==> src/l2_dir_pkg.sv <==
// L2 directory package with cache geometry, vector types, the operation encoding and pipeline structs
package l2_dir_pkg;

	// Cache geometry
	localparam int l2_num_ways = 4;
	localparam int l2_set_index_width = 4;
	localparam int l2_num_sets = 16;
	localparam int addr_width = 26;
	localparam int l2_tag_width = addr_width - l2_set_index_width;
	localparam int l1_set_index_width = 3;
	localparam int l1_tag_width = 23;

	// Directory is indexed by {l2 way, l2 set}
	localparam int dir_index_width = 6;

	typedef logic [addr_width - 1:0] l2_addr_t;
	typedef logic [l2_set_index_width - 1:0] l2_set_t;
	typedef logic [l2_tag_width - 1:0] l2_tag_t;
	typedef logic [l1_tag_width - 1:0] l1_tag_t;
	typedef logic [1:0] way_t;
	typedef logic [1:0] unit_t;
	typedef logic [1:0] strand_t;
	typedef logic [l2_num_ways - 1:0] way_mask_t;

	// Flush passes down the pipeline but leaves the directory alone
	typedef enum logic [2:0] {
		op_load       = 3'd0,
		op_store      = 3'd1,
		op_flush      = 3'd2,
		op_load_sync  = 3'd3,
		op_store_sync = 3'd4
	} pci_op_t;

	typedef struct packed {
		logic     valid;
		unit_t    unit;
		strand_t  strand;
		pci_op_t  op;
		way_t     l1_way;
		l2_addr_t address;
		logic     has_fill;
		way_t     fill_way;
	} l2_req_t;

	typedef struct packed {
		l2_tag_t tag;
		logic    valid;
	} way_lookup_t;

	typedef struct packed {
		l2_req_t   req;
		logic      cache_hit;
		way_t      hit_way;
		way_t      replace_way;
		l2_tag_t   replace_tag;
		way_mask_t dirty;
		logic      l1_valid;
		way_t      l1_way;
		l1_tag_t   l1_tag;
	} dir_result_t;

endpackage

==> src/l2_tag_way.sv <==
// L2 tag way bank holding tag and valid bits per set with a registered lookup and fill write
`timescale 1ns/100ps

module l2_tag_way (
	input  logic                     clk,
	input  logic                     rst_n,
	input  logic                     stall,
	input  l2_dir_pkg::way_t         way_id,
	input  l2_dir_pkg::l2_set_t      lookup_set,
	input  logic                     fill_en,
	input  l2_dir_pkg::way_t         fill_way,
	input  l2_dir_pkg::l2_set_t      fill_set,
	input  l2_dir_pkg::l2_tag_t      fill_tag,
	output l2_dir_pkg::way_lookup_t  lookup
);

	import l2_dir_pkg::*;

	l2_tag_t tag_mem [0:l2_num_sets - 1];
	logic [l2_num_sets - 1:0] valid_bits;
	logic fill_hit;

	// The fill strobe is broadcast to all banks, only the addressed way takes it
	assign fill_hit = fill_en && (fill_way == way_id);

	// Fill writes the tag of the addressed set
	always_ff @(posedge clk)
	begin
		if (fill_hit)
			tag_mem[fill_set] <= fill_tag;
	end

	always_ff @(posedge clk or negedge rst_n)
	begin
		if (!rst_n)
		begin
			valid_bits <= '0;
		end
		else if (fill_hit)
		begin
			valid_bits[fill_set] <= 1'b1;
		end
	end

	// Lookup samples the arrays before this edge's fill lands, so a fill and a
	// lookup to the same set in one cycle returns the previous contents
	always_ff @(posedge clk or negedge rst_n)
	begin
		if (!rst_n)
		begin
			lookup <= '0;
		end
		else if (!stall)
		begin
			lookup.tag <= tag_mem[lookup_set];
			lookup.valid <= valid_bits[lookup_set];
		end
	end

	// A fill must never arrive while the pipeline is frozen
	a_fill_not_stalled: assert property (
		@(posedge clk) disable iff (!rst_n)
		fill_hit |-> !stall
	) else $error("l2_tag_way: fill strobe during stall");

endmodule

==> src/l2_tag_stage.sv <==
// L2 tag stage registering the request, driving the way banks and keeping round-robin pointers
`timescale 1ns/100ps

module l2_tag_stage (
	input  logic                 clk,
	input  logic                 rst_n,
	input  logic                 stall,
	input  l2_dir_pkg::l2_req_t  req,
	output l2_dir_pkg::l2_req_t  tag_req,
	output l2_dir_pkg::l2_set_t  lookup_set,
	output logic                 fill_en,
	output l2_dir_pkg::l2_set_t  fill_set,
	output l2_dir_pkg::l2_tag_t  fill_tag,
	output l2_dir_pkg::way_t     fill_way,
	output l2_dir_pkg::way_t     replace_way
);

	import l2_dir_pkg::*;

	l2_set_t req_set;
	l2_tag_t req_tag;
	way_t rr_ptr [0:l2_num_sets - 1];

	assign req_set = req.address[l2_set_index_width - 1:0];
	assign req_tag = req.address[addr_width - 1:l2_set_index_width];

	// The banks read the incoming set on the same edge that samples the request
	assign lookup_set = req_set;

	// The fill port is qualified with stall so the banks see a clean strobe
	assign fill_en = req.valid && req.has_fill && !stall;
	assign fill_set = req_set;
	assign fill_tag = req_tag;
	assign fill_way = req.fill_way;

	always_ff @(posedge clk or negedge rst_n)
	begin
		if (!rst_n)
		begin
			tag_req <= '0;
		end
		else if (!stall)
		begin
			tag_req <= req;
		end
	end

	// Victim pointer for the requested set travels alongside the request
	always_ff @(posedge clk or negedge rst_n)
	begin
		if (!rst_n)
		begin
			replace_way <= '0;
		end
		else if (!stall)
		begin
			replace_way <= rr_ptr[req_set];
		end
	end

	// Each fill into a set moves that set's pointer on by one way,
	// independent of which way the fill actually went to
	always_ff @(posedge clk or negedge rst_n)
	begin
		if (!rst_n)
		begin
			for (int s = 0; s < l2_num_sets; s++)
				rr_ptr[s] <= '0;
		end
		else if (fill_en)
		begin
			rr_ptr[req_set] <= rr_ptr[req_set] + way_t'(1);
		end
	end

	// Flush requests come from the core side and never carry fill data
	a_flush_no_fill: assert property (
		@(posedge clk) disable iff (!rst_n)
		(req.valid && req.op == op_flush) |-> !req.has_fill
	) else $error("l2_tag_stage: flush request carries a fill");

endmodule

==> src/l2_cache_dir.sv <==
// L2 directory stage resolving hit and victim, tracking dirty bits and the L1 inclusion directory
`timescale 1ns/100ps

module l2_cache_dir (
	input  logic                     clk,
	input  logic                     rst_n,
	input  logic                     stall,
	input  l2_dir_pkg::l2_req_t      tag_req,
	input  l2_dir_pkg::way_t         replace_way,
	input  l2_dir_pkg::way_lookup_t  ways [0:l2_dir_pkg::l2_num_ways - 1],
	output l2_dir_pkg::dir_result_t  result
);

	import l2_dir_pkg::*;

	l2_set_t req_set;
	l2_tag_t req_tag;
	l1_tag_t req_l1_tag;
	way_mask_t hit_mask;
	way_t hit_way;
	logic cache_hit;
	l2_tag_t replace_tag;
	logic is_load;
	logic is_store;
	way_t sel_way;
	logic [dir_index_width - 1:0] dir_index;
	logic dir_wr;

	// One dirty mask per set
	way_mask_t dirty_mem [0:l2_num_sets - 1];

	// Inclusion directory for the single L1 is keyed by {l2 way, l2 set}
	logic [l2_num_ways * l2_num_sets - 1:0] dir_valid_mem;
	way_t dir_way_mem [0:l2_num_ways * l2_num_sets - 1];
	l1_tag_t dir_tag_mem [0:l2_num_ways * l2_num_sets - 1];

	assign req_set = tag_req.address[l2_set_index_width - 1:0];
	assign req_tag = tag_req.address[addr_width - 1:l2_set_index_width];
	assign req_l1_tag = tag_req.address[addr_width - 1:l1_set_index_width];

	always_comb
	begin
		hit_mask = '0;
		hit_way = '0;
		for (int i = 0; i < l2_num_ways; i++)
			hit_mask[i] = ways[i].valid && (ways[i].tag == req_tag);

		// Only one way may match, so the scan order is irrelevant in practice
		for (int i = l2_num_ways - 1; i >= 0; i--)
		begin
			if (hit_mask[i])
				hit_way = way_t'(i);
		end
	end

	assign cache_hit = |hit_mask;
	assign replace_tag = ways[replace_way].tag;

	assign is_load = (tag_req.op == op_load) || (tag_req.op == op_load_sync);
	assign is_store = (tag_req.op == op_store) || (tag_req.op == op_store_sync);

	// A fill targets its own way; a miss without fill looks at the victim's entry
	assign sel_way = tag_req.has_fill ? tag_req.fill_way :
		(cache_hit ? hit_way : replace_way);
	assign dir_index = {sel_way, req_set};
	assign dir_wr = tag_req.valid && is_load && (cache_hit || tag_req.has_fill);

	always_ff @(posedge clk or negedge rst_n)
	begin
		if (!rst_n)
		begin
			for (int s = 0; s < l2_num_sets; s++)
				dirty_mem[s] <= '0;
		end
		else if (!stall && tag_req.valid)
		begin
			// A store marks the line it writes and a plain fill brings in clean data
			if (is_store && (cache_hit || tag_req.has_fill))
				dirty_mem[req_set][sel_way] <= 1'b1;
			else if (tag_req.has_fill)
				dirty_mem[req_set][sel_way] <= 1'b0;
		end
	end

	always_ff @(posedge clk or negedge rst_n)
	begin
		if (!rst_n)
		begin
			dir_valid_mem <= '0;
		end
		else if (!stall && dir_wr)
		begin
			dir_valid_mem[dir_index] <= 1'b1;
		end
	end

	always_ff @(posedge clk)
	begin
		if (!stall && dir_wr)
		begin
			dir_way_mem[dir_index] <= tag_req.l1_way;
			dir_tag_mem[dir_index] <= req_l1_tag;
		end
	end

	// Directory and dirty reads see the values from before this edge's update
	always_ff @(posedge clk or negedge rst_n)
	begin
		if (!rst_n)
		begin
			result <= '0;
		end
		else if (!stall)
		begin
			result.req <= tag_req;
			result.cache_hit <= cache_hit;
			result.hit_way <= hit_way;
			result.replace_way <= replace_way;
			result.replace_tag <= replace_tag;
			result.dirty <= dirty_mem[req_set];
			result.l1_valid <= dir_valid_mem[dir_index];
			result.l1_way <= dir_way_mem[dir_index];
			result.l1_tag <= dir_tag_mem[dir_index];
		end
	end

	// Tag banks must never hold the same line in two ways
	a_one_hit: assert property (
		@(posedge clk) disable iff (!rst_n)
		tag_req.valid |-> $onehot0(hit_mask)
	) else $error("l2_cache_dir: more than one way hit");

	// Fill requests are only issued for lines that missed
	a_fill_misses: assert property (
		@(posedge clk) disable iff (!rst_n)
		(tag_req.valid && tag_req.has_fill) |-> !cache_hit
	) else $error("l2_cache_dir: fill request hit in the cache");

endmodule

==> src/l2_dir_top.sv <==
// L2 lookup pipeline top joining the tag stage, four tag way banks and the directory stage
`timescale 1ns/100ps

module l2_dir_top (
	input  logic                     clk,
	input  logic                     rst_n,
	input  logic                     stall,
	input  l2_dir_pkg::l2_req_t      req,
	output l2_dir_pkg::dir_result_t  result
);

	import l2_dir_pkg::*;

	l2_req_t tag_req;
	l2_set_t lookup_set;
	logic fill_en;
	l2_set_t fill_set;
	l2_tag_t fill_tag;
	way_t fill_way;
	way_t replace_way;
	way_lookup_t ways [0:l2_num_ways - 1];

	l2_tag_stage u_tag_stage (
		.clk         (clk),
		.rst_n       (rst_n),
		.stall       (stall),
		.req         (req),
		.tag_req     (tag_req),
		.lookup_set  (lookup_set),
		.fill_en     (fill_en),
		.fill_set    (fill_set),
		.fill_tag    (fill_tag),
		.fill_way    (fill_way),
		.replace_way (replace_way)
	);

	// One bank per way, each told its own way number
	for (genvar w = 0; w < l2_num_ways; w++)
	begin : g_way
		l2_tag_way u_tag_way (
			.clk        (clk),
			.rst_n      (rst_n),
			.stall      (stall),
			.way_id     (way_t'(w)),
			.lookup_set (lookup_set),
			.fill_en    (fill_en),
			.fill_way   (fill_way),
			.fill_set   (fill_set),
			.fill_tag   (fill_tag),
			.lookup     (ways[w])
		);
	end

	l2_cache_dir u_cache_dir (
		.clk         (clk),
		.rst_n       (rst_n),
		.stall       (stall),
		.tag_req     (tag_req),
		.replace_way (replace_way),
		.ways        (ways),
		.result      (result)
	);

endmodule

==> config.mk <==
export PLATFORM = sky130hd
export DESIGN_NAME = l2_dir_top
export DESIGN_NICKNAME = d
export VERILOG_FILES = /design/src/l2_dir_pkg.sv /design/src/l2_tag_way.sv /design/src/l2_tag_stage.sv /design/src/l2_cache_dir.sv /design/src/l2_dir_top.sv
export SDC_FILE = /design/constraint.sdc
export NUM_CORES = 2
export LEC_CHECK = 0
export BUFFER_PORTS_ARGS = -buffer_cell sky130_fd_sc_hd__clkbuf_2
export CORE_UTILIZATION = 30
export CTS_CLUSTER_DIAMETER = 200
export CTS_CLUSTER_SIZE = 14
export DETAILED_ROUTE_END_ITERATION = 8
export PLACE_DENSITY = 0.54
export SLEW_MARGIN = 40
export SYNTH_ARGS = -nofsm -noshare
export SYNTH_HDL_FRONTEND = slang
export SYNTH_SLANG_ARGS = --single-unit
==> constraint.sdc <==
create_clock -name clk -period 6 [get_ports clk]
set_input_delay 0.6 -clock clk [delete_from_list [all_inputs] [get_ports clk]]
set_output_delay 0.6 -clock clk [all_outputs]
set_load 0.05 [all_outputs]
# After elaboration in Yosys (flattened, before gate mapping)
# Memories as Yosys holds them, arrays and structs flattened. A register that Yosys moved wholly into a read port is not among the register bits.
# Index checks and enable logic that the tools add are counted.
[word_totals] reg_bits=340 ram_bits=3008 input_bits=42 out_inout_bits=96 elab_cells=192 memories=6
[op_classes] addsub=1 magnitude_cmp=11 eq_ne=10 muxes=48 bitwise=11 n_reduce_logical=41
[memory_table] memory="u_cache_dir.dir_tag_mem" words=64 width=23 read_ports=1 rd_clocked_by_memory_dff=1 write_ports=1 line="l2_cache_dir.sv:35" rtl="l1_tag_t dir_tag_mem [0:l2_num_ways * l2_num_sets - 1];"
[memory_table] memory="g_way[0].u_tag_way.tag_mem" words=16 width=22 read_ports=1 rd_clocked_by_memory_dff=1 write_ports=1 line="l2_tag_way.sv:19" rtl="l2_tag_t tag_mem [0:l2_num_sets - 1];"
[memory_table] memory="g_way[1].u_tag_way.tag_mem" words=16 width=22 read_ports=1 rd_clocked_by_memory_dff=1 write_ports=1 line="l2_tag_way.sv:19"
[memory_table] memory="g_way[2].u_tag_way.tag_mem" words=16 width=22 read_ports=1 rd_clocked_by_memory_dff=1 write_ports=1 line="l2_tag_way.sv:19"
[memory_table] memory="g_way[3].u_tag_way.tag_mem" words=16 width=22 read_ports=1 rd_clocked_by_memory_dff=1 write_ports=1 line="l2_tag_way.sv:19"
[memory_table] memory="u_cache_dir.dir_way_mem" words=64 width=2 read_ports=1 rd_clocked_by_memory_dff=1 write_ports=1 line="l2_cache_dir.sv:34" rtl="way_t dir_way_mem [0:l2_num_ways * l2_num_sets - 1];"
[op_table] operator="$mux W64" count=2
[op_table] operator="$or A64 B64 Y64" count=2
[op_table] operator="$eq A22 B22 Y1" count=4
[op_table] operator="$and A64 B64 Y64" count=1
[op_table] operator="$not A64 Y64" count=1
[op_table] operator="$or A16 B16 Y16" count=4
[op_table] operator="$bmux W23 S2" count=1
[op_table] operator="$mux W23" count=2
[op_table] operator="$bwmux W32" count=1
[op_table] operator="$logic_and A1 B1 Y1" count=20
[op_table] operator="$mux W1" count=18
[op_table] operator="$mux W2" count=9
[op_table] operator="$bmux W1 S4" count=4
[op_table] operator="$bmux W4 S4" count=1
[op_table] operator="$demux W4 S4" count=1
[op_table] operator="$logic_not A1 Y1" count=13
[op_table] operator="$mux W4" count=3
[op_table] operator="$ge A5 B5 Y1 const B" count=2
[op_table] operator="$lt A5 B1 Y1 const B" count=2
[op_table] operator="$not A4 Y5" count=2
[op_table] operator="$bmux W2 S4" count=1
[op_table] operator="$demux W2 S4" count=1
[op_table] operator="$lt A6 B7 Y1 const B" count=1
[op_table] operator="$bmux W1 S6" count=1
[op_table] operator="22 further kinds" count=25

# Depth between registers and ports, before layout
[depth] word_depth=18 mapped_depth=12 mapped_depth_nobuf=8

# Cells and area by module
# A second synthesis with hierarchy kept.
[unflattened] hier_cells=6304 area_unflattened_um2=135774.0
[modules_own_cells] module="l2_cache_dir" instances=1 cells_each=3356 area_per_inst_um2=72076.6 seq_area_each_um2=53651.5
[modules_own_cells] module="l2_tag_way" instances=4 cells_each=678 area_per_inst_um2=15080.7 seq_area_each_um2=11546.1
[modules_own_cells] module="l2_tag_stage" instances=1 cells_each=234 area_per_inst_um2=3367.0 seq_area_each_um2=1826.8
[modules_own_cells] module="l2_dir_top" instances=1 cells_each=2 area_per_inst_um2=7.5 seq_area_each_um2=0.0

# Worst setup path before layout
# Ideal clock, no wire load.
[synth_path] kind="register to register" start="register u_tag_stage.tag_req[7] (netlist name)" end="memory u_cache_dir.dir_tag_mem[27][0] (netlist name), enable pin" setup_time_ps=440 t_arrival_ps=4853 required_time_ps=5560 path_slack_ps=707 path_stages_with_launch=11 n_path_buf=4 period_less_slack_ps=5293 cell_sequence="dfrtp_1 buf_2 xnor2_1 nand4_1 or4_4 or2_0 buf_6 a32o_1 buf_2 buf_4 nor3_1"
[synth_via] elab_chain_len=8 word_cells_on_any_way=20 cone_classes="4 x eq/ne; 8 x mux; 8 x reduce/logical"
[synth_lines] item="$eq A22 B22 Y1" line="l2_cache_dir.sv:46" rtl="hit_mask[i] = ways[i].valid && (ways[i].tag == req_tag);"
[synth_lines] item="$logic_and A1 B1 Y1" line="l2_cache_dir.sv:46"
[synth_lines] item="$mux W2 / $reduce_or A4 Y1 (equally long branches)" line="l2_cache_dir.sv:51, l2_cache_dir.sv:56"
[synth_lines] item="$mux W2 / $logic_or A1 B1 Y1 (equally long branches)" line="l2_cache_dir.sv:51, l2_cache_dir.sv:66"
[synth_lines] item="$mux W2 / $logic_and A1 B1 Y1 (equally long branches)" line="l2_cache_dir.sv:51, l2_cache_dir.sv:66"
[synth_lines] item="$mux W2 / $logic_and A1 B1 Y1 (equally long branches)" line="l2_cache_dir.sv:51, l2_cache_dir.sv:99"
[synth_lines] item="$mux W2 / $mux W1 (equally long branches)" line="l2_cache_dir.sv:64, l2_cache_dir.sv:99"
[synth_lines] item="$mux W2 / $mux W1 (equally long branches)" line="l2_cache_dir.sv:63, l2_cache_dir.sv:102"
[synth_lines] item="to (decl)" line="l2_cache_dir.sv:35"
# Several ways; a longest one is shown, not always the timed one.

==> impl_metrics.yaml <==
yosys:
  ys_ff_latch: 3461
  synth_edf_count: 3008
  synthTopCellsByCount: "edfxtp_1 (3008), mux4_2 (979), dfrtp_1 (453)"
  yosysWarnings: 0
  synth.distinct_cells: 63
  synth.area.top_cells: "edfxtp_1 (67%), mux4_2 (16%), dfrtp_1 (8.4%)"
  synthCells: 6126
  synth_top_area_frac: 0.667
  synth.avg_cell_area_um2: 22.1
  ys.flop_type: "edfxtp_1"
  syn_nets: 6168
  async_flop_share: 0.131
  yosysTopAreaCell: "edfxtp_1"
  syn_area_um2: 135000
  seq_area_frac_synth: 0.750
  synth_most_common_cell: "edfxtp_1"
grt:
  grt_pass1_wl_mm: 525
  grt_pass1_vias: 66500
  groute.usage.overall: 0.162
  overflow: 0
  grt_start_max_net_pins: 108
  antenna_found_initial: 29
setup_path:
  critPathKind: "register to register"
  r2r_setup_slack_ns: 1.43
  worstSetupStartpointType: "register"
  crit_required_ns: 6.76
  end_kind: "register"
  critPathMaxFanout: 39
  worstPathArrival_ns: 5.33
timing:
  setup_ws_ns: 1.43
  finalCritPeriodShare: 0.761
  fin_tns_setup_ns: 0
  worst_pin_slew_ns: 0.922
  relSlewSlack: 0.384
  rsz0062_at_grt: "false"
  hold_ws_ns: 0.147
  period_needed_ns: 4.57
  setup_violations: 0
  fmax_mhz: 219
  skew_ns: 0.0501
  hold_violations: 0
  slew_viol_final: 0
final_layout:
  n_fill_cell: 41600
  area_delta_synth_final_pct: 14.3
  drive_gt1_frac: 0.347
  fin_area_um2: 155000
  fin_cells: 12700
  nets: 6542
  regArea_um2: 102000
  multiInputGateArea_um2: 32800
pwr:
  power_leakage_uw: 0.0496
  peakVddDrop_v: 0.000234
  p_per_area_nw_per_um2: 327
die:
  core_area_um2: 449000
  dieArea_um2: 454000
  ios: 138
  dieHeight_um: 674
  die_x_um: 674
  initial_core_util: 0.301
  rows: 246
clock_network:
  clk_pin_slew_ns: 0.07
  cts_buffer_depth: 4
  cts.sinks: 3461
  cts_root_buf: "clkbuf_16"
  htreeDepth: 5
  cts-buffers-inserted: 287
  clkLatencyLatePin_ns: 0.93
  cts_tree: "done"
  cts_setup_buffers: 0
placement:
  gp_congestion: 0.888
  pre_cts_slack_ns: 1.57
  dpl.cell_count: 12100
  dp.final_hpwl_mm: 226
  port_buffers: 137
  placed_area_um2: 146000
detailed_routing:
  first_iter_violations: 7612
  dr.pass1.iters: 6
  drt-wirelength-per-cell_um: 29.4
  vias_per_cell: 5.12
  post-route-drc-count: 0
  ant_nets: 0
  totalWireLength_mm: 373
  vias: 65000
outcome:
  status: "complete, no violations"
hold_path:
  hp-class: "input pin to register"
run:
  drv_cap: 0
[cell usage in the layout (no fill, tap or decap), types with 11 or more instances in the layout]
cell type     n
nor2_1       90
or2_1        44
nor2_2       48
xor2_1       29
clkbuf_2    130
buf_8        18
buf_4       237
or2_2        85
o211ai_4     11
clkbuf_16   295
and3_1       26
nand4_1      35
nor2_4       18
mux2_1       46
dfrtp_1     420
o31ai_1      26
xnor2_1      61
nor3_2      105
mux2i_1      27
mux2_2      249
a2111oi_0    16
nand2_1      49
dfrtp_2      13
o21ai_0      30
mux4_2      979
a22o_1      104
buf_16       26
dfrtp_4      20
clkbuf_1    203
nand3_1      46
buf_6        24
buf_12       28
o22a_1       26
o22ai_1      26
edfxtp_1   3008
nor3_1       27
[repair_timing]
item,CTS,global route
hold buffers,10,0
resized for setup,0,0
endpoints found under the setup margin,0,0
hold endpoints to repair,51,0
[state kept, by name, summed over array words and instances (netlist names), named ones only]
register,cells
g_way.u_tag_way.tag_mem,1408
g_way.u_tag_way.lookup,92
u_cache_dir.dir_way_mem,128
u_cache_dir.result,96
u_cache_dir.dir_tag_mem,1472
u_tag_stage.tag_req,39
u_tag_stage.rr_ptr,32
u_cache_dir.dir_valid_mem,64
u_tag_stage.replace_way,2
g_way.u_tag_way.valid_bits,64
[cells by family (layout without fill, tap and decap cells)]
kind of cell / after synthesis / in the layout / share of synthesized area
compound gates: 265 / 265 / 0.0167
xor+xnor: 91 / 91 / 0.00588
buf+inv: 392 / 999 / 0.0127
flops: 3461 / 3461 / 0.750
mux: 1303 / 1303 / 0.190
other cells: 0 / 10 / 0
simple gates: 614 / 614 / 0.0249
[worst paths after layout]
check | cells after the start | to | from
setup / recovery | 9 | register | u_tag_stage.tag_req[14]
hold / removal | 2 | u_tag_stage.tag_req[2] | req[2]
setup reg to reg | 9 | register | u_tag_stage.tag_req[14]
hold reg to reg | 1 | u_cache_dir.dir_valid_mem[0] | u_cache_dir.dir_valid_mem[0]
max in group asynchronous | 4 | u_cache_dir.result[30] | rst_n
min in group asynchronous | 2 | u_cache_dir.result[19] | rst_n
[final cells by class]
class	count	area share
flip-flops and latches	3461	0.657
clock inverters	24	0.00209
inverters	2	0.0000485
multi-input cells	2273	0.212
well taps	5952	0.0481
diodes	10	0.000162
repair buffers	475	0.0282
clock buffers	498	0.0526
[routing by layer]
metal,wire length [um],vias to the layer above,part of all wire,track usage
met3,25300,472,0.068,0.0249
li1,-,26300,-,-
met4,10600,2,0.028,0.0404
met5,13,-,0.000035,0
met1,158000,35800,0.42,0.226
met2,179000,2339,0.48,0.264
[critical path: stages (launching register included)]
cell and delay (ns):
dfrtp_4 0.70, xor2_1 0.25, nor4_1 0.48, nand4_1 0.28
or2_2 0.59, mux2_4 0.50, nand2_4 0.56, buf_4 0.53
nor3_1 0.12, mux2_1 0.34
[power breakdown]
part           total, uW  internal, uW  switching (uW)
registers          27400         26700             614
clock network      17900          9300            8600
logic               5350          1870            3470
[through the flow]
step | util | total power (uW)
after floorplan | - | 30700
after global placement | 0.323 | 33100
after detailed placement | 0.325 | 33300
after CTS | 0.344 | 51100
after global routing | 0.345 | 52100
final | 0.345 | 50600
No activity file was read; power rests on OpenSTA's default activity.
